File: src/auth_pkg.sv
// Identity widths, provider identity, timing defaults and the link message union
package auth_pkg;

    // ########################################################################
    // Widths
    // ########################################################################

    // Every identity and key
    localparam int ID_W = 64;

    // One link message, two identity-width fields
    localparam int MSG_W = 2 * ID_W;

    // Service-provider identity mixed into both registrations
    localparam logic [ID_W-1:0] USP_ID = 64'hDDDD_DDDD_DDDD_DDDD;

    // ########################################################################
    // Timing defaults
    // ########################################################################

    // Side timeout in cycles, fits in 24 bits
    localparam int DEFAULT_TIMEOUT = 10_000_000;

    // Link depth in register stages
    localparam int DEFAULT_LINK_DELAY = 2;

    // ########################################################################
    // Link message
    // ########################################################################

    // Request view is written by the EV, response view by the CS
    typedef union packed {
        struct packed {
            logic [ID_W-1:0] pseudo_id;
            logic [ID_W-1:0] pub_key;
        } req;
        struct packed {
            logic [ID_W-1:0] cs_id;
            logic [ID_W-1:0] pub_key;
        } rsp;
    } auth_msg_u;

endpackage

File: src/auth_session.sv
// Session tracker for the active flag, sticky mutual result and session timeout
`timescale 1ns/1ps

module auth_session #(
    parameter int TIMEOUT_CYCLES = 64
) (
    input  logic clk,
    input  logic rst,
    input  logic start_i,
    input  logic ev_success_i,
    input  logic cs_success_i,
    input  logic ev_fail_i,
    input  logic cs_fail_i,
    output logic active_o,
    output logic mutual_o
);

    localparam int LIMIT = 2 * TIMEOUT_CYCLES;
    localparam int CNT_W = $clog2(LIMIT + 1);

    logic [CNT_W-1:0] sess_cnt_q;
    logic             ev_seen_q;
    logic             cs_seen_q;
    logic             ev_seen;
    logic             cs_seen;

    // Include this cycle's pulses so both-seen is caught at once
    assign ev_seen = ev_seen_q || ev_success_i;
    assign cs_seen = cs_seen_q || cs_success_i;

    always_ff @(posedge clk or posedge rst) begin
        if (rst) begin
            active_o   <= 1'b0;
            mutual_o   <= 1'b0;
            ev_seen_q  <= 1'b0;
            cs_seen_q  <= 1'b0;
            sess_cnt_q <= '0;
        end else if (start_i) begin
            active_o   <= 1'b1;
            mutual_o   <= 1'b0;
            ev_seen_q  <= 1'b0;
            cs_seen_q  <= 1'b0;
            sess_cnt_q <= '0;
        end else if (active_o) begin
            ev_seen_q  <= ev_seen;
            cs_seen_q  <= cs_seen;
            sess_cnt_q <= sess_cnt_q + 1'b1;
            if (ev_fail_i || cs_fail_i || sess_cnt_q >= CNT_W'(LIMIT)) begin
                active_o <= 1'b0;
            end else if (ev_seen && cs_seen) begin
                mutual_o <= 1'b1;
                active_o <= 1'b0;
            end
        end
    end

endmodule

File: src/auth_system_top.sv
// Top level joining registration, both links, both auth FSMs and the session tracker
`timescale 1ns/1ps

module auth_system_top #(
    parameter int TIMEOUT_CYCLES = auth_pkg::DEFAULT_TIMEOUT,
    parameter int LINK_DELAY     = auth_pkg::DEFAULT_LINK_DELAY
) (
    input  logic                      clk,
    input  logic                      rst,
    input  logic                      start_registration_ev_i,
    input  logic                      start_registration_cs_i,
    input  logic                      start_authentication_i,
    input  logic [auth_pkg::ID_W-1:0] ev_raw_id_i,
    input  logic [auth_pkg::ID_W-1:0] ev_pub_key_i,
    input  logic [auth_pkg::ID_W-1:0] cs_raw_id_i,
    input  logic [auth_pkg::ID_W-1:0] cs_pub_key_i,
    output logic                      ev_reg_status_o,
    output logic                      cs_reg_status_o,
    output logic [auth_pkg::ID_W-1:0] ev_pseudo_id_o,
    output logic [auth_pkg::ID_W-1:0] cs_id_o,
    output logic                      ev_auth_status_o,
    output logic                      cs_auth_status_o,
    output logic                      mutual_auth_status_o,
    output logic                      auth_process_active_o
);

    logic [auth_pkg::ID_W-1:0] ev_key;
    logic [auth_pkg::ID_W-1:0] cs_key;

    // EV to CS path
    logic                ev_tx_valid;
    auth_pkg::auth_msg_u ev_tx_msg;
    logic                cs_rx_valid;
    auth_pkg::auth_msg_u cs_rx_msg;

    // CS to EV path
    logic                cs_tx_valid;
    auth_pkg::auth_msg_u cs_tx_msg;
    logic                ev_rx_valid;
    auth_pkg::auth_msg_u ev_rx_msg;

    logic ev_success;
    logic ev_fail;
    logic cs_success;
    logic cs_fail;

    // ########################################################################
    // Registration
    // ########################################################################

    ev_registration u_ev_reg (
        .clk          (clk),
        .rst          (rst),
        .start_i      (start_registration_ev_i),
        .raw_id_i     (ev_raw_id_i),
        .pub_key_i    (ev_pub_key_i),
        .pseudo_id_o  (ev_pseudo_id_o),
        .pub_key_o    (ev_key),
        .registered_o (ev_reg_status_o)
    );

    cs_registration u_cs_reg (
        .clk          (clk),
        .rst          (rst),
        .start_i      (start_registration_cs_i),
        .raw_id_i     (cs_raw_id_i),
        .pub_key_i    (cs_pub_key_i),
        .id_o         (cs_id_o),
        .pub_key_o    (cs_key),
        .registered_o (cs_reg_status_o)
    );

    // ########################################################################
    // Authentication and links
    // ########################################################################

    ev_auth_fsm #(.TIMEOUT_CYCLES(TIMEOUT_CYCLES)) u_ev_auth (
        .clk           (clk),
        .rst           (rst),
        .start_i       (start_authentication_i),
        .registered_i  (ev_reg_status_o),
        .self_id_i     (ev_pseudo_id_o),
        .self_key_i    (ev_key),
        .known_cs_id_i (cs_id_o),
        .rx_valid_i    (ev_rx_valid),
        .rx_msg_i      (ev_rx_msg),
        .tx_valid_o    (ev_tx_valid),
        .tx_msg_o      (ev_tx_msg),
        .auth_ok_o     (ev_auth_status_o),
        .success_o     (ev_success),
        .fail_o        (ev_fail)
    );

    cs_auth_fsm #(.TIMEOUT_CYCLES(TIMEOUT_CYCLES)) u_cs_auth (
        .clk           (clk),
        .rst           (rst),
        .start_i       (start_authentication_i),
        .registered_i  (cs_reg_status_o),
        .self_id_i     (cs_id_o),
        .self_key_i    (cs_key),
        .known_ev_id_i (ev_pseudo_id_o),
        .rx_valid_i    (cs_rx_valid),
        .rx_msg_i      (cs_rx_msg),
        .tx_valid_o    (cs_tx_valid),
        .tx_msg_o      (cs_tx_msg),
        .auth_ok_o     (cs_auth_status_o),
        .success_o     (cs_success),
        .fail_o        (cs_fail)
    );

    msg_link #(.LINK_DELAY(LINK_DELAY)) link_ev_to_cs (
        .clk     (clk),
        .rst     (rst),
        .valid_i (ev_tx_valid),
        .msg_i   (ev_tx_msg),
        .valid_o (cs_rx_valid),
        .msg_o   (cs_rx_msg)
    );

    msg_link #(.LINK_DELAY(LINK_DELAY)) link_cs_to_ev (
        .clk     (clk),
        .rst     (rst),
        .valid_i (cs_tx_valid),
        .msg_i   (cs_tx_msg),
        .valid_o (ev_rx_valid),
        .msg_o   (ev_rx_msg)
    );

    auth_session #(.TIMEOUT_CYCLES(TIMEOUT_CYCLES)) u_session (
        .clk          (clk),
        .rst          (rst),
        .start_i      (start_authentication_i),
        .ev_success_i (ev_success),
        .cs_success_i (cs_success),
        .ev_fail_i    (ev_fail),
        .cs_fail_i    (cs_fail),
        .active_o     (auth_process_active_o),
        .mutual_o     (mutual_auth_status_o)
    );

endmodule

File: src/cs_auth_fsm.sv
// CS authentication FSM verifying the EV request and sending the response
`timescale 1ns/1ps

module cs_auth_fsm #(
    parameter int TIMEOUT_CYCLES = 64
) (
    input  logic                      clk,
    input  logic                      rst,
    input  logic                      start_i,
    input  logic                      registered_i,
    input  logic [auth_pkg::ID_W-1:0] self_id_i,
    input  logic [auth_pkg::ID_W-1:0] self_key_i,
    input  logic [auth_pkg::ID_W-1:0] known_ev_id_i,
    input  logic                      rx_valid_i,
    input  auth_pkg::auth_msg_u       rx_msg_i,
    output logic                      tx_valid_o,
    output auth_pkg::auth_msg_u       tx_msg_o,
    output logic                      auth_ok_o,
    output logic                      success_o,
    output logic                      fail_o
);

    localparam int CNT_W = $clog2(TIMEOUT_CYCLES + 1);

    localparam logic [1:0] S_IDLE   = 2'd0;
    localparam logic [1:0] S_WAIT   = 2'd1;
    localparam logic [1:0] S_VERIFY = 2'd2;

    logic [1:0]       state_q;
    logic [CNT_W-1:0] wait_cnt_q;
    logic             match_q;

    // Response goes out only to a recognised EV
    assign tx_valid_o           = (state_q == S_VERIFY) && match_q;
    assign tx_msg_o.rsp.cs_id   = self_id_i;
    assign tx_msg_o.rsp.pub_key = self_key_i;

    always_ff @(posedge clk or posedge rst) begin
        if (rst) begin
            state_q    <= S_IDLE;
            wait_cnt_q <= '0;
            match_q    <= 1'b0;
            auth_ok_o  <= 1'b0;
            success_o  <= 1'b0;
            fail_o     <= 1'b0;
        end else begin
            success_o <= 1'b0;
            fail_o    <= 1'b0;
            case (state_q)
                S_IDLE: begin
                    wait_cnt_q <= '0;
                    if (start_i) begin
                        auth_ok_o <= 1'b0;
                    end
                    if (start_i && registered_i) begin
                        state_q <= S_WAIT;
                    end
                end
                S_WAIT: begin
                    if (rx_valid_i) begin
                        match_q <= (rx_msg_i.req.pseudo_id == known_ev_id_i);
                        state_q <= S_VERIFY;
                    end else if (wait_cnt_q >= CNT_W'(TIMEOUT_CYCLES)) begin
                        fail_o  <= 1'b1;
                        state_q <= S_IDLE;
                    end else begin
                        wait_cnt_q <= wait_cnt_q + 1'b1;
                    end
                end
                default: begin
                    auth_ok_o <= match_q;
                    success_o <= match_q;
                    fail_o    <= !match_q;
                    state_q   <= S_IDLE;
                end
            endcase
        end
    end

endmodule

File: src/cs_registration.sv
// CS registration FSM deriving and holding the station identity and public key
`timescale 1ns/1ps

module cs_registration (
    input  logic                     clk,
    input  logic                     rst,
    input  logic                     start_i,
    input  logic [auth_pkg::ID_W-1:0] raw_id_i,
    input  logic [auth_pkg::ID_W-1:0] pub_key_i,
    output logic [auth_pkg::ID_W-1:0] id_o,
    output logic [auth_pkg::ID_W-1:0] pub_key_o,
    output logic                     registered_o
);

    localparam logic [1:0] S_IDLE     = 2'd0;
    localparam logic [1:0] S_DERIVE   = 2'd1;
    localparam logic [1:0] S_COMPLETE = 2'd2;

    logic [1:0] state_q;

    always_ff @(posedge clk or posedge rst) begin
        if (rst) begin
            state_q      <= S_IDLE;
            registered_o <= 1'b0;
        end else begin
            case (state_q)
                S_IDLE:   if (start_i) state_q <= S_DERIVE;
                S_DERIVE: state_q <= S_COMPLETE;
                default: begin
                    registered_o <= 1'b1;
                    state_q      <= S_IDLE;
                end
            endcase
        end
    end

    // Identity and key latch together in one cycle
    always_ff @(posedge clk) begin
        if (state_q == S_DERIVE) begin
            id_o      <= raw_id_i ^ auth_pkg::USP_ID;
            pub_key_o <= pub_key_i;
        end
    end

endmodule

File: src/ev_auth_fsm.sv
// EV authentication FSM sending the request and verifying the CS response
`timescale 1ns/1ps

module ev_auth_fsm #(
    parameter int TIMEOUT_CYCLES = 64
) (
    input  logic                      clk,
    input  logic                      rst,
    input  logic                      start_i,
    input  logic                      registered_i,
    input  logic [auth_pkg::ID_W-1:0] self_id_i,
    input  logic [auth_pkg::ID_W-1:0] self_key_i,
    input  logic [auth_pkg::ID_W-1:0] known_cs_id_i,
    input  logic                      rx_valid_i,
    input  auth_pkg::auth_msg_u       rx_msg_i,
    output logic                      tx_valid_o,
    output auth_pkg::auth_msg_u       tx_msg_o,
    output logic                      auth_ok_o,
    output logic                      success_o,
    output logic                      fail_o
);

    localparam int CNT_W = $clog2(TIMEOUT_CYCLES + 1);

    localparam logic [1:0] S_IDLE    = 2'd0;
    localparam logic [1:0] S_REQUEST = 2'd1;
    localparam logic [1:0] S_WAIT    = 2'd2;
    localparam logic [1:0] S_VERIFY  = 2'd3;

    logic [1:0]       state_q;
    logic [CNT_W-1:0] wait_cnt_q;
    logic             match_q;

    // One request, sent for the single cycle spent in S_REQUEST
    assign tx_valid_o             = (state_q == S_REQUEST);
    assign tx_msg_o.req.pseudo_id = self_id_i;
    assign tx_msg_o.req.pub_key   = self_key_i;

    always_ff @(posedge clk or posedge rst) begin
        if (rst) begin
            state_q    <= S_IDLE;
            wait_cnt_q <= '0;
            match_q    <= 1'b0;
            auth_ok_o  <= 1'b0;
            success_o  <= 1'b0;
            fail_o     <= 1'b0;
        end else begin
            success_o <= 1'b0;
            fail_o    <= 1'b0;
            case (state_q)
                S_IDLE: begin
                    if (start_i) begin
                        auth_ok_o <= 1'b0;
                    end
                    // Unregistered EV stays idle and the CS times out
                    if (start_i && registered_i) begin
                        state_q <= S_REQUEST;
                    end
                end
                S_REQUEST: begin
                    wait_cnt_q <= '0;
                    state_q    <= S_WAIT;
                end
                S_WAIT: begin
                    if (rx_valid_i) begin
                        match_q <= (rx_msg_i.rsp.cs_id == known_cs_id_i);
                        state_q <= S_VERIFY;
                    end else if (wait_cnt_q >= CNT_W'(TIMEOUT_CYCLES)) begin
                        fail_o  <= 1'b1;
                        state_q <= S_IDLE;
                    end else begin
                        wait_cnt_q <= wait_cnt_q + 1'b1;
                    end
                end
                default: begin
                    auth_ok_o <= match_q;
                    success_o <= match_q;
                    fail_o    <= !match_q;
                    state_q   <= S_IDLE;
                end
            endcase
        end
    end

endmodule

File: src/ev_registration.sv
// EV registration FSM deriving and holding the pseudo-identity and public key
`timescale 1ns/1ps

module ev_registration (
    input  logic                     clk,
    input  logic                     rst,
    input  logic                     start_i,
    input  logic [auth_pkg::ID_W-1:0] raw_id_i,
    input  logic [auth_pkg::ID_W-1:0] pub_key_i,
    output logic [auth_pkg::ID_W-1:0] pseudo_id_o,
    output logic [auth_pkg::ID_W-1:0] pub_key_o,
    output logic                     registered_o
);

    localparam logic [1:0] S_IDLE     = 2'd0;
    localparam logic [1:0] S_DERIVE   = 2'd1;
    localparam logic [1:0] S_LATCH    = 2'd2;
    localparam logic [1:0] S_COMPLETE = 2'd3;

    logic [1:0] state_q;

    // Sequencing and sticky registered flag
    always_ff @(posedge clk or posedge rst) begin
        if (rst) begin
            state_q      <= S_IDLE;
            registered_o <= 1'b0;
        end else begin
            case (state_q)
                S_IDLE:     if (start_i) state_q <= S_DERIVE;
                S_DERIVE:   state_q <= S_LATCH;
                S_LATCH:    state_q <= S_COMPLETE;
                default: begin
                    registered_o <= 1'b1;
                    state_q      <= S_IDLE;
                end
            endcase
        end
    end

    // Credential registers
    always_ff @(posedge clk) begin
        if (state_q == S_DERIVE) begin
            pseudo_id_o <= raw_id_i ^ auth_pkg::USP_ID;
        end
        if (state_q == S_LATCH) begin
            pub_key_o <= pub_key_i;
        end
    end

endmodule

File: src/msg_link.sv
// Fixed-depth delay line carrying a valid flag and message between the sides
`timescale 1ns/1ps

module msg_link #(
    parameter int LINK_DELAY = 2
) (
    input  logic                clk,
    input  logic                rst,
    input  logic                valid_i,
    input  auth_pkg::auth_msg_u msg_i,
    output logic                valid_o,
    output auth_pkg::auth_msg_u msg_o
);

    // Layout does not matter here, the stages hold raw message bits
    logic [LINK_DELAY-1:0]      vld_q;
    logic [auth_pkg::MSG_W-1:0] msg_q [LINK_DELAY];

    always_ff @(posedge clk or posedge rst) begin
        if (rst) begin
            vld_q <= '0;
        end else begin
            vld_q[0] <= valid_i;
            for (int i = 1; i < LINK_DELAY; i++) begin
                vld_q[i] <= vld_q[i-1];
            end
        end
    end

    always_ff @(posedge clk) begin
        msg_q[0] <= msg_i;
        for (int i = 1; i < LINK_DELAY; i++) begin
            msg_q[i] <= msg_q[i-1];
        end
    end

    assign valid_o = vld_q[LINK_DELAY-1];
    assign msg_o   = msg_q[LINK_DELAY-1];

endmodule

File: config.mk
export PLATFORM = sky130hd
export DESIGN_NAME = auth_system_top
export DESIGN_NICKNAME = d
export VERILOG_FILES = /design/src/auth_pkg.sv /design/src/auth_session.sv /design/src/auth_system_top.sv /design/src/cs_auth_fsm.sv /design/src/cs_registration.sv /design/src/ev_auth_fsm.sv /design/src/ev_registration.sv /design/src/msg_link.sv
export SDC_FILE = /design/constraint.sdc
export NUM_CORES = 1
export LEC_CHECK = 0
export BUFFER_PORTS_ARGS = -buffer_cell sky130_fd_sc_hd__buf_2
export CAP_MARGIN = 20
export CORE_ASPECT_RATIO = 1.2
export CORE_MARGIN = 2
export CORE_UTILIZATION = 59
export DETAILED_ROUTE_END_ITERATION = 10
export GPL_TIMING_DRIVEN = 0
export PLACE_DENSITY = 0.81
export SYNTH_ARGS = -nofsm -noshare
export SYNTH_HDL_FRONTEND = slang
export SYNTH_HIERARCHICAL = 1
export SYNTH_SLANG_ARGS = --single-unit
File: constraint.sdc
create_clock -name clk -period 8.6 [get_ports clk]
set_input_delay 0.43 -clock clk [delete_from_list [all_inputs] [get_ports clk]]
set_output_delay 0.43 -clock clk [all_outputs]
set_load 0.03 [all_outputs]
Word-level counts from Yosys, hierarchy flattened
Memory sizes are Yosys's and may differ from the RTL's.
Index checks and enable logic that the tools add are counted.

cells by class
  divide/modulo/power cells = 0
  magnitude comparators = 3
  equal/unequal tests = 22
  shift-type cells = 0
  $mul = 0
  reduce and logical (&&, ||, !) cells = 33
  bitwise logic cells = 4
  $add $sub $neg = 3
  mux-type cells = 43

operator list
  kind                   number
  $eq 64x64->1           2
  $mux 24                4
  $not 48->48            2
  $pmux 24 s2            2
  $mux 25                2
  $add 24x1->24 const B  2
  $ge 24x24->1 const B   2
  $add 25x1->25 const B  1
  $ge 25x25->1 const B   1
  $mux 1                 19
  $ne 2x2->1 const B     9
  $mux 2                 8
  $pmux 2 s3             2
  $reduce_and 2->1       6
  $reduce_and 3->1       3
  $eq 2x1->1 const B     4
  $logic_not 2->1        4
  $pmux 1 s2             4
  $pmux 2 s2             2
  $reduce_bool 2->1      4
  $reduce_or 2->1        4
  $eq 2x2->1 const B     3
  $ne 3x1->1 const B     2
  $reduce_or 3->1        2
  other kinds (5)        14

word-level totals
  output and inout port bits = 134
  latch bits = 0
  memory bits (writable) = 512
  bits in read-only memories = 0
  register bits = 355
  word-level logic and storage cells = 137
  memories = 2

memories
  memory               depth  width  rd ports  clocked after memory_dff  wr ports  line            source
  link_cs_to_ev.msg_q  2      128    2         0                         2         msg_link.sv:17  logic [auth_pkg::MSG_W-1:0] msg_q [LINK_DELAY];
  link_ev_to_cs.msg_q  2      128    2         0                         2         msg_link.sv:17

Longest topological paths before layout
  depth in word-level cells = 6
  mapped depth = 9

Cells and area by module
Netlist, hierarchy kept.

by module, submodules not included
  module           instances  area an instance (µm²)  cells each
  msg_link         2          6139.6                  387
  ev_registration  1          4211.5                  193
  cs_registration  1          4129.0                  184
  ev_auth_fsm      1          3607.2                  434
  cs_auth_fsm      1          3585.9                  431
  auth_session     1          1637.8                  166

Least setup slack after synthesis
OpenSTA, ideal clock, no wires.

  path kind = reg-to-reg
  from = register u_cs_reg.state_q[1]
  to = register u_cs_reg/id_o[0] (netlist bit) (enable)
  setup time = 0.632 ns
  path slack = 1.909 ns
  data arrival time = 6.059 ns
  required time = 7.968 ns
  cell stages (with the launch flop) = 2
  clock period less this slack = 6.691 ns
  cell sequence = dfrtp_1 nor2b_1

between the ends
  cells in the longest elaborated chain, start to end = 1

ends and longest elaborated chain
  element                 line                   source
  start, declared         cs_registration.sv:19  logic [1:0] state_q;
  start signal, assigned  cs_registration.sv:23  state_q <= S_IDLE;
  start signal, assigned  cs_registration.sv:27  S_IDLE: if (start_i) state_q <= S_DERIVE;
  start signal, assigned  cs_registration.sv:28  S_DERIVE: state_q <= S_COMPLETE;
  $eq 2x1->1              cs_registration.sv:39  if (state_q == S_DERIVE) begin
  end signal, assigned    cs_registration.sv:40  id_o <= raw_id_i ^ auth_pkg::USP_ID;
  end, declared           cs_registration.sv:10  output logic [auth_pkg::ID_W-1:0] id_o,

No other way between the ends.
A chain may end at the register's enable or synchronous reset.

Worst setup path after layout
  from = register u_ev_auth.state_q[0]
  to = register u_ev_auth.wait_cnt_q[23]

between the ends
  cells in the longest elaborated chain, start to end = 3
  elaborated cells on any way between the ends = 7

ends and longest elaborated chain
  element                                                           line               source
  start, declared                                                   ev_auth_fsm.sv:30  logic [1:0] state_q;
  start signal, assigned                                            ev_auth_fsm.sv:41  state_q <= S_IDLE;
  start signal, assigned                                            ev_auth_fsm.sv:57  state_q <= S_REQUEST;
  start signal, assigned                                            ev_auth_fsm.sv:62  state_q <= S_WAIT;
  $eq 2x2->1 or $eq 2x1->1 (tied branches)                          ev_auth_fsm.sv:50  case (state_q)
  $ne 2x2->1 (no source line) or $reduce_bool 2->1 (tied branches)  -
  $reduce_and 3->1 (no source line)                                 -
  end signal, assigned                                              ev_auth_fsm.sv:72  wait_cnt_q <= wait_cnt_q + 1'b1;
  end, declared                                                     ev_auth_fsm.sv:31  logic [CNT_W-1:0] wait_cnt_q;

Parallel ways exist; a longest one is shown, timed or not.

==> run_results.csv <==
group,metric,value,unit
outcome,status,"finished clean",
worst_setup_path,path_buf_inv,3,
route,drtIter0Drc,863,
timing,maxSlewViolCount,0,
clock_network,root_buffer,"clkbuf_16",
route,top_layer_used,"met5",
layout,multi_input_area,0.004448,mm^2
logic_synthesis,synthCells,1542,
power,power_frac_comb,0.156,
global_route,grt_util_all_layers,0.2241,
clock_network,clock_sinks,483,
worst_setup_path,critPathTopFamily,"simple AND/OR/NAND/NOR gates",
timing,setup_tns,0,ns
layout,fin_util,0.7065,
clock_network,postCtsSetupBuffers,0,
die,rows,71,
die,initial_utilization,0.5952,
die,die_y,198.3,um
layout,syn2layout_area_growth,18.69,%
flow_run,cap_violations,0,
power,p_leak,10.07,nW
global_route,antenna_found_initial,4,
logic_synthesis,synth_area,0.01856,mm^2
min_path,hp-class,"input port to flop",
die,coreArea,0.03118,mm^2
timing,rsz0062_at_grt,"false",
route,wl_met3,2403,um
power,pwr-share-seq,0.499,
layout,nFillCells,2100,
worst_setup_path,critPathMaxFanout,10,
clock_network,path_clk_slew,0.06,ns
worst_setup_path,cp_cell_sequence,"inv_1 > ha_1 > buf_2 > nor2b_1 > o211ai_1 > nor3_1 > buf_4 > a31oi_1 > o22a_1",
global_route,grt_overflow,0,
route,vias,11910,
timing,setup_viol,0,
route,wl_met1,14450,um
worst_setup_path,critPathRequiredTime,9.04,ns
timing,layout_min_cycle_time,2.510,ns
timing,max_freq,0.3984,GHz
power,swShare,0.2552,
route,postRouteAntennaNets,0,
logic_synthesis,syn-num-nets,1817,
power,ir_drop,0.0002315,V
route,wl_met2,19280,um
timing,holdWs,0.04761,ns
power,clkPwrFrac,0.345,
placement,portBuffers,266,
clock_network,cts_max_level,2,
power,intPower,4.230,mW
worst_setup_path,end_kind,"flop",
global_route,grt_max_degree,65,
route,vias_per_cell,5.172,
clock_network,tritoncts,"done",
logic_synthesis,yosysWarnings,6,
placement,placed_cell_area,0.02051,mm^2
placement,dp.final_hpwl,25880,um
logic_synthesis,synth.avg_cell_area,12.04,um^2
layout,finish.instance_area,0.02203,mm^2
placement,place_congestion,0.8817,
worst_setup_path,crit_path_top_delay_cell,"dfrtp_1",
global_route,grt_pass1_vias,12240,
worst_setup_path,worstPathArrival,2.95,ns
die,dieWidth,165.9,um
power,p_per_area,257.8,mW/mm^2
route,drc,0,
worst_setup_path,worstSetupPathType,"flop to flop",
die,io_pins,395,
timing,relSlewSlack,0.3765,
clock_network,cts-resized-gates,0,
route,wire_per_inst,16.20,um
layout,final_layout_size_suffix_gt1_frac,0.3409,
timing,clock_skew,0.01447,ns
timing,min_period_over_period,0.2919,
timing,hold_viol,0,
power,p_sw,1.449,mW
timing,tightest_slew,0.9353,ns
clock_network,cts-buffers-inserted,46,
power,p_total,5.680,mW
clock_network,cts_buffer_depth,3,
worst_setup_path,cpPeakStageDelay,0.43,ns
layout,seq_area,0.01145,mm^2
route,totalWireLength,37290,um
layout,finalNetCount,2137,
worst_setup_path,worst_setup_path_start_kind,"flop",
clock_network,clk_latency,0.56,ns
route,firstDrtPassIters,6,
die,die_area,0.03290,mm^2
global_route,grt_pass1_wl,59790,um
-- registers in the layout, indices dropped and copies added (netlist names), 2 cells and up --
register / count
u_cs_auth/state_q: 2
u_cs_auth/wait_cnt_q: 24
u_cs_reg/state_q: 2
u_cs_reg/id_o: 64
u_session/sess_cnt_q: 25
link_cs_to_ev/vld_q: 2
u_ev_auth/wait_cnt_q: 24
link_ev_to_cs/vld_q: 2
u_ev_reg/state_q: 2
u_ev_auth/state_q: 2
link_ev_to_cs/msg_q: 128
u_ev_reg/pseudo_id_o: 64
link_cs_to_ev/msg_q: 128
-- layout make-up --
type | instances | share of cell area
Sequential cell | 483 | 0.5196
Clock buffer | 69 | 0.06055
Antenna cell | 3 | 0.0003408
Buffer | 289 | 0.09741
Inverter | 144 | 0.02454
Timing Repair Buffer | 272 | 0.06645
Tap cell | 401 | 0.02278
Multi-Input combinational cell | 626 | 0.2019
Clock inverter | 15 | 0.006418
-- power groups by stage --
stage / combinational (mW) / sequential (mW) / clock, mW
floorplan: 0.476 / 3.02 / 0
global placement: 0.839 / 2.87 / 0
detailed placement: 0.883 / 2.88 / 0
CTS: 0.895 / 2.84 / 2.00
global route: 0.950 / 2.86 / 2.09
finish: 0.887 / 2.83 / 1.96
-- cell usage in the layout, fill, tap and decap left out, types with 38 or more instances in the layout --
master	n
dfrtp_1	99
clkbuf_16	47
xnor2_1	82
buf_4	261
nor2_1	39
nand2_1	69
buf_2	272
nand3_1	38
inv_1	144
dfxtp_1	256
xor2_1	42
edfxtp_1	128
-- routing by layer --
| layer | GRT usage | vias up |
|---|---|---|
| met5 | 0 | - |
| met4 | 0.08857 | 2 |
| met3 | 0.05117 | 102 |
| met1 | 0.2597 | 5705 |
| met2 | 0.4039 | 425 |
| li1 | - | 5672 |
-- metrics by stage --
step                worst slack [ns]  std cells
floorplan                      4.857       1542
global placement               3.419       2209
detailed placement             6.135       2213
CTS                            6.102       2298
global route                   5.923       2299
finish                         6.090       2302
-- worst paths after layout --
check,startpoint,endpoint,slack (ns),cells past startpoint
min in group asynchronous,rst,link_ev_to_cs/vld_q[1]$_DFF_PP0_,0.35,3
setup / recovery,u_ev_auth/state_q[0]$_DFFE_PP0P_,u_ev_auth/wait_cnt_q[23]$_DFFE_PP0P_,6.09,9
hold / removal,cs_raw_id_i[1],u_cs_reg/id_o[1]$_DFFE_PN_,0.05,1
hold reg to reg,link_cs_to_ev/msg_q[0][94]$_DFF_P_,link_cs_to_ev/msg_q[0][222]$_DFF_P_,0.32,0
setup reg to reg,u_ev_auth/state_q[0]$_DFFE_PP0P_,u_ev_auth/wait_cnt_q[23]$_DFFE_PP0P_,6.09,9
max in group asynchronous,rst,u_ev_auth/wait_cnt_q[1]$_DFFE_PP0P_,7.44,4
-- timing repair --
item                       in CTS  in global routing
setup endpoints to repair       0                  0
hold buffers                    1                  0
hold endpoints to repair       21                  0
Note: power is estimated with default switching activity, not from simulation.
